<file path="src/logic/pkg_memory.sv">
// Memory packet definitions

`default_nettype none

package pkg_memory;

  // ------------------------------
  // Field widths
  // ------------------------------

  // Byte address of the access
  typedef logic [31:0] mem_address_t;

  // Write data word
  typedef logic [31:0] mem_data_t;

  // Source requestor index, one per slot
  typedef logic [1:0] requestor_id_t;

  // ------------------------------
  // Command encoding
  // ------------------------------

  // Responses share the bus but never go to memory
  typedef enum logic [1:0] {
    CMD_MEM_READ     = 2'd0,
    CMD_MEM_WRITE    = 2'd1,
    CMD_MEM_RESPONSE = 2'd2
  } mem_cmd_e;

  // ------------------------------
  // Packet layout
  // ------------------------------

  // 68 bits, cmd in the top bits
  typedef struct packed {
    mem_cmd_e      cmd;
    requestor_id_t id;
    mem_address_t  address;
    mem_data_t     data;
  } memory_payload_t;

  // Valid bit in front of the payload
  typedef struct packed {
    logic            valid;
    memory_payload_t payload;
  } memory_packet_t;

endpackage : pkg_memory

`default_nettype wire

</file>
<file path="src/logic/pkg_control.sv">
// Request path control definitions

`default_nettype none

package pkg_control;

  // ------------------------------
  // Sizes
  // ------------------------------
  localparam int unsigned NUM_REQUESTORS = 4;
  localparam int unsigned FIFO_DEPTH     = 16;
  // Fill level for prog_full
  localparam int unsigned PROG_THRESH    = 12;
  // Busy phase after reset
  localparam int unsigned SETUP_CYCLES   = 4;

  // Occupancy 0..FIFO_DEPTH
  typedef logic [4:0] fifo_level_t;

  // ------------------------------
  // FIFO control and status
  // ------------------------------
  typedef struct packed {
    logic rd_en;
  } fifo_ctrl_in_t;

  typedef struct packed {
    logic full;
    logic empty;
    logic valid;
    logic prog_full;
    logic setup_busy;
  } fifo_status_t;

  typedef enum logic {
    FIFO_CLEARING,
    FIFO_READY
  } fifo_setup_e;

endpackage : pkg_control

`default_nettype wire

</file>
<file path="src/logic/request_input_stage.sv">
// Requestor holding slots

`default_nettype none
`timescale 1ns/100ps

module request_input_stage (
  input  logic                       ap_clk,
  input  logic                       areset_control,
  input  pkg_memory::memory_packet_t request_in [pkg_control::NUM_REQUESTORS-1:0],
  input  logic [pkg_control::NUM_REQUESTORS-1:0] grant,
  output pkg_memory::memory_packet_t slot_packets [pkg_control::NUM_REQUESTORS-1:0]
);

  // ------------------------------
  // One slot per requestor
  // ------------------------------
  for (genvar i = 0; i < pkg_control::NUM_REQUESTORS; i++) begin : g_slot

    // Full flag, set by the strobe and cleared by the grant
    always_ff @(posedge ap_clk) begin
      if (areset_control) begin
        slot_packets[i].valid <= 1'b0;
      end else if (grant[i]) begin
        slot_packets[i].valid <= 1'b0;
      end else if (request_in[i].valid) begin
        slot_packets[i].valid <= 1'b1;
      end
    end

    // Payload only captured into an empty slot
    always_ff @(posedge ap_clk) begin
      if (request_in[i].valid && !slot_packets[i].valid) begin
        slot_packets[i].payload <= request_in[i].payload;
      end
    end

    // Requestor must wait for its grant before the next strobe
    a_no_strobe_into_full : assert property (
      @(posedge ap_clk) disable iff (areset_control)
      request_in[i].valid |-> !slot_packets[i].valid
    ) else $error("strobe into full slot %0d", i);

  end : g_slot

endmodule : request_input_stage

`default_nettype wire

</file>
<file path="src/logic/request_arbiter_rr.sv">
// Round-robin request arbiter

`default_nettype none
`timescale 1ns/100ps

module request_arbiter_rr (
  input  logic                       ap_clk,
  input  logic                       areset_control,
  input  pkg_memory::memory_packet_t slot_packets [pkg_control::NUM_REQUESTORS-1:0],
  input  logic                       hold,
  output logic [pkg_control::NUM_REQUESTORS-1:0] grant,
  output pkg_memory::memory_packet_t win_packet
);

  logic [pkg_control::NUM_REQUESTORS-1:0] req;
  logic [pkg_control::NUM_REQUESTORS-1:0] grant_next;
  pkg_memory::requestor_id_t              last_winner;
  pkg_memory::requestor_id_t              pick;
  logic                                   found;

  // ------------------------------
  // Request vector
  // ------------------------------

  // Slot granted this cycle is still full and must be masked
  always_comb begin
    for (int i = 0; i < pkg_control::NUM_REQUESTORS; i++) begin
      req[i] = slot_packets[i].valid & ~grant[i];
    end
  end

  // Search starts one past the last winner
  always_comb begin
    pick  = last_winner;
    found = 1'b0;
    for (int off = 1; off <= pkg_control::NUM_REQUESTORS; off++) begin
      if (!found && req[(int'(last_winner) + off) % pkg_control::NUM_REQUESTORS]) begin
        found = 1'b1;
        pick  = pkg_memory::requestor_id_t'(
                  (int'(last_winner) + off) % pkg_control::NUM_REQUESTORS);
      end
    end
  end

  // No grant while the FIFO holds us off
  always_comb begin
    grant_next       = '0;
    grant_next[pick] = found & ~hold;
  end

  // ------------------------------
  // Registered grant and winner
  // ------------------------------
  always_ff @(posedge ap_clk) begin
    if (areset_control) begin
      grant            <= '0;
      win_packet.valid <= 1'b0;
      // Requestor 0 first after reset
      last_winner      <= pkg_memory::requestor_id_t'(pkg_control::NUM_REQUESTORS - 1);
    end else begin
      grant            <= grant_next;
      win_packet.valid <= |grant_next;
      if (|grant_next) begin
        last_winner <= pick;
      end
    end
  end

  always_ff @(posedge ap_clk) begin
    win_packet.payload <= slot_packets[pick].payload;
  end

  a_grant_onehot : assert property (
    @(posedge ap_clk) disable iff (areset_control) $onehot0(grant)
  ) else $error("grant not one-hot: %b", grant);

  // Winner carries the payload of the granted slot, which stays full this cycle
  for (genvar i = 0; i < pkg_control::NUM_REQUESTORS; i++) begin : g_win_check
    a_win_matches_grant : assert property (
      @(posedge ap_clk) disable iff (areset_control)
      grant[i] |-> win_packet.valid && slot_packets[i].valid
                   && win_packet.payload == slot_packets[i].payload
    ) else $error("win_packet does not match granted slot %0d", i);
  end : g_win_check

endmodule : request_arbiter_rr

`default_nettype wire

</file>
<file path="src/logic/request_filter_stage.sv">
// Response filter ahead of the FIFO

`default_nettype none
`timescale 1ns/100ps

module request_filter_stage (
  input  logic                        ap_clk,
  input  logic                        areset_control,
  input  pkg_memory::memory_packet_t  win_packet,
  output logic                        wr_en,
  output pkg_memory::memory_payload_t wr_payload
);

  logic forward;

  // ------------------------------
  // Push filter
  // ------------------------------

  // Responses have used their grant, dropped here
  assign forward = win_packet.payload.cmd != pkg_memory::CMD_MEM_RESPONSE;

  always_ff @(posedge ap_clk) begin
    if (areset_control) begin
      wr_en <= 1'b0;
    end else begin
      wr_en <= win_packet.valid & forward;
    end
  end

  // Payload follows wr_en by the same register stage
  always_ff @(posedge ap_clk) begin
    wr_payload <= win_packet.payload;
  end

endmodule : request_filter_stage

`default_nettype wire

</file>
<file path="src/logic/request_fifo.sv">
// Synchronous request FIFO

`default_nettype none
`timescale 1ns/100ps

module request_fifo (
  input  logic                        ap_clk,
  input  logic                        areset_control,
  input  logic                        wr_en,
  input  pkg_memory::memory_payload_t wr_payload,
  input  pkg_control::fifo_ctrl_in_t  fifo_ctrl_in,
  output pkg_memory::memory_payload_t dout,
  output pkg_control::fifo_status_t   status
);

  typedef logic [$clog2(pkg_control::FIFO_DEPTH)-1:0]   fifo_ptr_t;
  typedef logic [$clog2(pkg_control::SETUP_CYCLES)-1:0] setup_count_t;

  pkg_memory::memory_payload_t storage [pkg_control::FIFO_DEPTH-1:0];
  fifo_ptr_t                   wr_ptr;
  fifo_ptr_t                   rd_ptr;
  pkg_control::fifo_level_t    level;
  pkg_control::fifo_setup_e    setup_state;
  setup_count_t                setup_cnt;
  logic                        push;
  logic                        pop;
  logic                        valid_q;

  // ------------------------------
  // Setup sequence after reset
  // ------------------------------
  always_ff @(posedge ap_clk) begin
    if (areset_control) begin
      setup_state <= pkg_control::FIFO_CLEARING;
      setup_cnt   <= '0;
    end else if (setup_state == pkg_control::FIFO_CLEARING) begin
      if (setup_cnt == setup_count_t'(pkg_control::SETUP_CYCLES - 1)) begin
        setup_state <= pkg_control::FIFO_READY;
      end
      setup_cnt <= setup_cnt + 1'b1;
    end
  end

  // Writes ignored while clearing
  assign push = wr_en & (setup_state == pkg_control::FIFO_READY);
  // Read enable arrives already qualified by empty
  assign pop  = fifo_ctrl_in.rd_en;

  // ------------------------------
  // Pointers and occupancy
  // ------------------------------
  always_ff @(posedge ap_clk) begin
    if (areset_control || setup_state == pkg_control::FIFO_CLEARING) begin
      wr_ptr  <= '0;
      rd_ptr  <= '0;
      level   <= '0;
      valid_q <= 1'b0;
    end else begin
      wr_ptr  <= wr_ptr + fifo_ptr_t'(push);
      rd_ptr  <= rd_ptr + fifo_ptr_t'(pop);
      level   <= level + pkg_control::fifo_level_t'(push) - pkg_control::fifo_level_t'(pop);
      valid_q <= pop;
    end
  end

  always_ff @(posedge ap_clk) begin
    if (push) begin
      storage[wr_ptr] <= wr_payload;
    end
    if (pop) begin
      dout <= storage[rd_ptr];
    end
  end

  // Full two entries early, room for packets already past the arbiter
  always_comb begin
    status.full       = level >= pkg_control::fifo_level_t'(pkg_control::FIFO_DEPTH - 2);
    status.empty      = level == '0;
    status.valid      = valid_q;
    status.prog_full  = level >= pkg_control::fifo_level_t'(pkg_control::PROG_THRESH);
    status.setup_busy = setup_state == pkg_control::FIFO_CLEARING;
  end

  // Hold path from the flag to the arbiter must keep the storage from overflowing
  a_no_write_when_full : assert property (
    @(posedge ap_clk) disable iff (areset_control)
    push |-> level != pkg_control::fifo_level_t'(pkg_control::FIFO_DEPTH)
  ) else $error("write into full FIFO");

  a_no_pop_when_empty : assert property (
    @(posedge ap_clk) disable iff (areset_control) pop |-> !status.empty
  ) else $error("pop from empty FIFO");

endmodule : request_fifo

`default_nettype wire

</file>
<file path="src/logic/request_arbiter_top.sv">
// Four-to-one memory request arbiter

`default_nettype none
`timescale 1ns/100ps

module request_arbiter_top (
  input  logic                       ap_clk,
  input  logic                       areset_control,
  input  pkg_memory::memory_packet_t request_in [pkg_control::NUM_REQUESTORS-1:0],
  input  pkg_control::fifo_ctrl_in_t fifo_ctrl_in,
  output logic [pkg_control::NUM_REQUESTORS-1:0] grant,
  output pkg_memory::memory_packet_t request_out,
  output pkg_control::fifo_status_t  fifo_status,
  output logic                       fifo_setup
);

  pkg_memory::memory_packet_t             slot_packets [pkg_control::NUM_REQUESTORS-1:0];
  pkg_memory::memory_packet_t             win_packet;
  logic [pkg_control::NUM_REQUESTORS-1:0] arb_grant;
  logic                                   arb_hold;
  logic                                   wr_en;
  pkg_memory::memory_payload_t            wr_payload;
  pkg_memory::memory_payload_t            fifo_dout;
  pkg_control::fifo_ctrl_in_t             fifo_ctrl_reg;
  pkg_control::fifo_ctrl_in_t             fifo_ctrl_int;
  pkg_control::fifo_status_t              fifo_status_int;

  // ------------------------------
  // Input register
  // ------------------------------
  always_ff @(posedge ap_clk) begin
    if (areset_control) begin
      fifo_ctrl_reg <= '0;
    end else begin
      fifo_ctrl_reg <= fifo_ctrl_in;
    end
  end

  // Pop only with data present
  assign fifo_ctrl_int.rd_en = fifo_ctrl_reg.rd_en & ~fifo_status_int.empty;

  // No grants while full or still clearing
  assign arb_hold = fifo_status_int.full | fifo_status_int.setup_busy;

  // ------------------------------
  // Pipeline stages
  // ------------------------------
  request_input_stage u_input_stage (
    .ap_clk         (ap_clk),
    .areset_control (areset_control),
    .request_in     (request_in),
    .grant          (arb_grant),
    .slot_packets   (slot_packets)
  );

  request_arbiter_rr u_arbiter (
    .ap_clk         (ap_clk),
    .areset_control (areset_control),
    .slot_packets   (slot_packets),
    .hold           (arb_hold),
    .grant          (arb_grant),
    .win_packet     (win_packet)
  );

  request_filter_stage u_filter (
    .ap_clk         (ap_clk),
    .areset_control (areset_control),
    .win_packet     (win_packet),
    .wr_en          (wr_en),
    .wr_payload     (wr_payload)
  );

  request_fifo u_fifo (
    .ap_clk         (ap_clk),
    .areset_control (areset_control),
    .wr_en          (wr_en),
    .wr_payload     (wr_payload),
    .fifo_ctrl_in   (fifo_ctrl_int),
    .dout           (fifo_dout),
    .status         (fifo_status_int)
  );

  // ------------------------------
  // Output registers
  // ------------------------------
  always_ff @(posedge ap_clk) begin
    if (areset_control) begin
      grant             <= '0;
      request_out.valid <= 1'b0;
      fifo_status       <= '{full: 1'b0, empty: 1'b1, valid: 1'b0,
                             prog_full: 1'b0, setup_busy: 1'b1};
      fifo_setup        <= 1'b1;
    end else begin
      grant             <= arb_grant;
      request_out.valid <= fifo_status_int.valid;
      fifo_status       <= fifo_status_int;
      fifo_setup        <= fifo_status_int.setup_busy;
    end
  end

  always_ff @(posedge ap_clk) begin
    request_out.payload <= fifo_dout;
  end

endmodule : request_arbiter_top

`default_nettype wire

</file>
<file path="config.mk">
export PLATFORM = sky130hd
export DESIGN_NAME = request_arbiter_top
export DESIGN_NICKNAME = d
export VERILOG_FILES = /design/src/logic/pkg_memory.sv /design/src/logic/pkg_control.sv /design/src/logic/request_input_stage.sv /design/src/logic/request_arbiter_rr.sv /design/src/logic/request_filter_stage.sv /design/src/logic/request_fifo.sv /design/src/logic/request_arbiter_top.sv
export SDC_FILE = /design/constraint.sdc
export NUM_CORES = 1
export LEC_CHECK = 0
export ABC_AREA = 1
export ABC_CLOCK_PERIOD_IN_PS = 16110
export BUFFER_PORTS_ARGS = -buffer_cell sky130_fd_sc_hd__clkbuf_2
export CAP_MARGIN = 15
export CORE_MARGIN = 2
export CORE_UTILIZATION = 35
export CTS_CLUSTER_DIAMETER = 150
export DETAILED_ROUTE_END_ITERATION = 10
export PLACE_DENSITY = 0.56
export SYNTH_ARGS = -nofsm -noshare
export SYNTH_HDL_FRONTEND = slang
export SYNTH_HIERARCHICAL = 1
export SYNTH_SLANG_ARGS = --single-unit
</file>
<file path="constraint.sdc">
create_clock -name ap_clk -period 16.11 [get_ports ap_clk]
set_clock_uncertainty 0.1 [all_clocks]
set_input_delay 0.8055 -clock ap_clk [delete_from_list [all_inputs] [get_ports ap_clk]]
set_output_delay 0.8055 -clock ap_clk [all_outputs]
set_load 0.005 [all_outputs]
</file>
==> results.txt <==
- Final number of max-transition violations: 0
- The synthesized design devotes to its leading area cell type 64.9% of total area.
* Number of flip-flops and latches in the synthesized netlist: 1671
- For this run, the number of Yosys warnings is 6.
- GRT overflow: 0
* Total power consumption of the routed design: 10.4 mW
- The clock net in this run drives a total of 1671 sinks.
- The average instance in the mapped netlist occupies 11.1 um2.
* Share of the clock period used by the worst path: 27.9%
- STA classifies the critical path endpoint as a register.
* Buffers from clock root to sink, at most: 3
* Endpoint required time on the critical path: 16.55 ns
* Final Hold Viols: 0
* Final count of negative-setup-slack endpoints: 0
* Worst min-delay path class: in -> reg
- The H-tree was split into 4 levels.
- The commonest cells after synthesis are nand2_1, edfxtp_1, nand3_1.
* Number of nets at the end of the flow: 6590
* Clock network latency to the later pin of the worst-skew pair: 0.81 ns
* Cell with the most instances after synthesis: nand2_1
- Synthesis produced a netlist whose cell count is 5969.
* Io pins: 358
- The number of global-route vias before repair was 40400.
- The first global-routing pass estimated 260 mm of wire.
- Outcome: completed
* Relative max-transition margin: 14.8%
- Total routing usage reported by global routing: 18.1%
* Share of synthesized area occupied by flip-flops and latches: 72.3%
- After detailed routing, the average wire length per cell comes to 19.6 um.
- The die is 439 um wide.
- Synthesis instantiated 25 different standard cells from the library.
- Summing over every cut layer, the via total after detailed routing is 42100.
* Remaining design rule violation count: 0
- In this run the power density over the cells is 137 nW/um2.
- DRC violation total after the first TritonRoute iteration: 3490
- Wires add up to 176 mm.
* Worst-Margin Slew: 1.28 ns
* Vertical extent of the die: 439 um
- Summing every instance area after synthesis gives 66100 um2.
- After routing, the total negative slack on setup checks comes to 0 ns.
- Relative area change from synthesis to final layout: 15.2%
- The critical path is of the reg -> reg type.
- In the final layout, the registers with the most flip-flops are u_fifo/storage: 1088 flops, u_input_stage/slot_packets: 276 flops, u_arbiter/win_packet: 69 flops.
- After synthesis, the share of flip-flops with an asynchronous set or reset is 0%.
- Dividing the detail-routed via count by the number of cells gives 4.70.
* Register ranked first by flip-flop count: u_fifo/storage
- Floorplan Core Area: 188000 um2
- The floorplan step defined a die boundary enclosing 192000 um2.
- Critical path launch point type: register
* Area after detailed placement: 70100 um2
- Post-synth EDFFs: 1428
- The worst-case IR drop observed on VDD is 114 uV.
- TritonCTS built the clock tree.
- Entering global routing, the biggest net connects 220 pins.
- Port bufs: 357
- The most used flip-flop cell after synthesis is edfxtp_1.
* Routability cong.: 0.775
- Highest clock frequency the design can meet: 0.222 GHz
* Routed Antenna Nets: 0
* Reported max-cap violation count: 0
* Clock period minus final worst setup slack: 4.50 ns
- edfxtp_1 takes more of the synthesized area than any other cell.
* Number of antenna violations at the first check in global routing: 18
- Of all nets on the critical path, the largest fanout is 143.
- In this run, post-CTS repair resized a total of 0 instances.
- Starting Density: 35.2%
- Fillcell total: 17600
* Iteration count of the initial detailed-routing pass: 6
- Fraction of final layout cells with drive strength greater than 1: 11.2%
- Syn Nets: 6264
- Area of all placed cells without fillers: 76100 um2
- RSZ-0062 raised after global routing: no
- Yosys attributes the largest share of cell area to edfxtp_1, nand2_1, nand3_1.
- The analysis attributes to cell leakage a power of 32.0 nW.
- Cell at the root of the clock tree: clkbuf_16
- Endpoint arrival time on the critical path: 4.94 ns
* Number of rows created at floorplan: 159
- Clock input transition at the sequential cells of the worst setup and hold paths: 0.06 ns
- The register with the most flip-flops in the layout has 1088 of them.
* CTS buffer count: 170
- After legalization and detailed placement, the total HPWL measured 91.6 mm.
## cell families after synthesis
kind of cell	share of synthesized area, %
buf+inv	8.22
fa+ha+maj	0.314
xor+xnor	0.0398
flops	72.3
compound gates	0.0871
simple gates	19.1
## critical path, cell delays in order, from the launching register on
cell and delay, ns:
dfxtp_4 0.51, inv_8 0.55, buf_4 0.82, buf_4 0.75, buf_4 0.84, nand2_1 0.10
nand3_1 0.10, nand3_1 0.09, nand3_1 0.12, nand2_1 0.09
## power by group
| part | switching [mW] | total (mW) | internal [mW] |
|---|---|---|---|
| registers | 0.482 | 5.83 | 5.34 |
| logic | 0.410 | 0.570 | 0.159 |
| clock network | 1.66 | 4.00 | 2.34 |
| total | 2.55 | 10.4 | 7.84 |
## per-layer routing
metal | wire [um] | part of all wire [%] | vias up | track usage [%]
met5 | 13 | 0.0074 | - | 0
met4 | 4700 | 2.7 | 2 | 5.67
met3 | 11400 | 6.5 | 266 | 3.35
met2 | 80700 | 46 | 1386 | 28.4
met1 | 78800 | 45 | 20300 | 25.3
li1 | - | - | 20100 | -
## worst paths after layout
path,from,to,slack [ns],cells after the start
worst max-delay path,u_fifo/rd_ptr[0],u_fifo/dout[41],11.61,9
worst min-delay path,request_in[24],u_input_stage/slot_packets[24],0.07,1
worst min register to register,u_arbiter/win_packet[54],u_filter/wr_payload[54],0.22,0
worst max register to register,u_fifo/rd_ptr[0],u_fifo/dout[41],11.61,9
## what timing repair did
action | 4_1_cts | 5_1_grt
setup buffers | 0 | 0
hold endpoints to repair | 32 | 0
hold buffers | 32 | 0
## cell usage in the layout, fill, tap and decap left out, types with 3 or more instances in the layout
| master | Yosys | final |
|---|---|---|
| nand2_1 | 1689 | 1689 |
| edfxtp_1 | 1428 | 1428 |
| nand3_1 | 1184 | 1183 |
| inv_1 | 1001 | 1000 |
| clkbuf_2 | 0 | 357 |
| dfxtp_1 | 243 | 239 |
| clkbuf_16 | 0 | 175 |
| buf_4 | 36 | 65 |
| nor2_1 | 69 | 48 |
| clkbuf_1 | 46 | 44 |
| dlygate4sd3_1 | 0 | 32 |
| clkinv_2 | 0 | 28 |
| clkbuf_8 | 0 | 22 |
| nor2_4 | 0 | 21 |
| clkinv_1 | 2 | 21 |
| bufinv_16 | 0 | 15 |
| ha_1 | 15 | 15 |
| diode_2 | 0 | 11 |
| inv_6 | 0 | 8 |
| a21oi_1 | 8 | 8 |
| inv_2 | 8 | 5 |
| nand2_2 | 6 | 4 |
| dfxtp_4 | 0 | 4 |
| clkinvlp_4 | 0 | 3 |
| clkinv_4 | 0 | 3 |
| nand3_2 | 3 | 3 |
| buf_12 | 0 | 3 |
## cell type report
type / instances / area (um2) / share of cell area, %
Tap cell: 2495 / 3120 / 4.10
Clock inverter: 77 / 808 / 1.06
Inverter: 1011 / 3810 / 5.01
Sequential cell: 1671 / 47800 / 62.7
Multi-Input combinational cell: 2984 / 13100 / 17.2
Timing Repair Buffer: 457 / 2660 / 3.49
Antenna cell: 11 / 27.5 / 0.0362
Clock buffer: 241 / 4850 / 6.37
## metrics by stage
stage / util [%] / setup slack, ns / std cells / hold slack (ns)
after floorplan: - / 10.68 / 5969 / 0.210
after global placement: 37.4 / 11.60 / 8586 / 0.210
after detailed placement: 37.4 / 11.49 / 8586 / 0.212
after CTS: 40.6 / 11.48 / 8936 / 0.000293
after global routing: 40.6 / 11.23 / 8946 / 0.0195
final: 40.6 / 11.61 / 8947 / 0.0732
(Power assumes the default switching activity.)
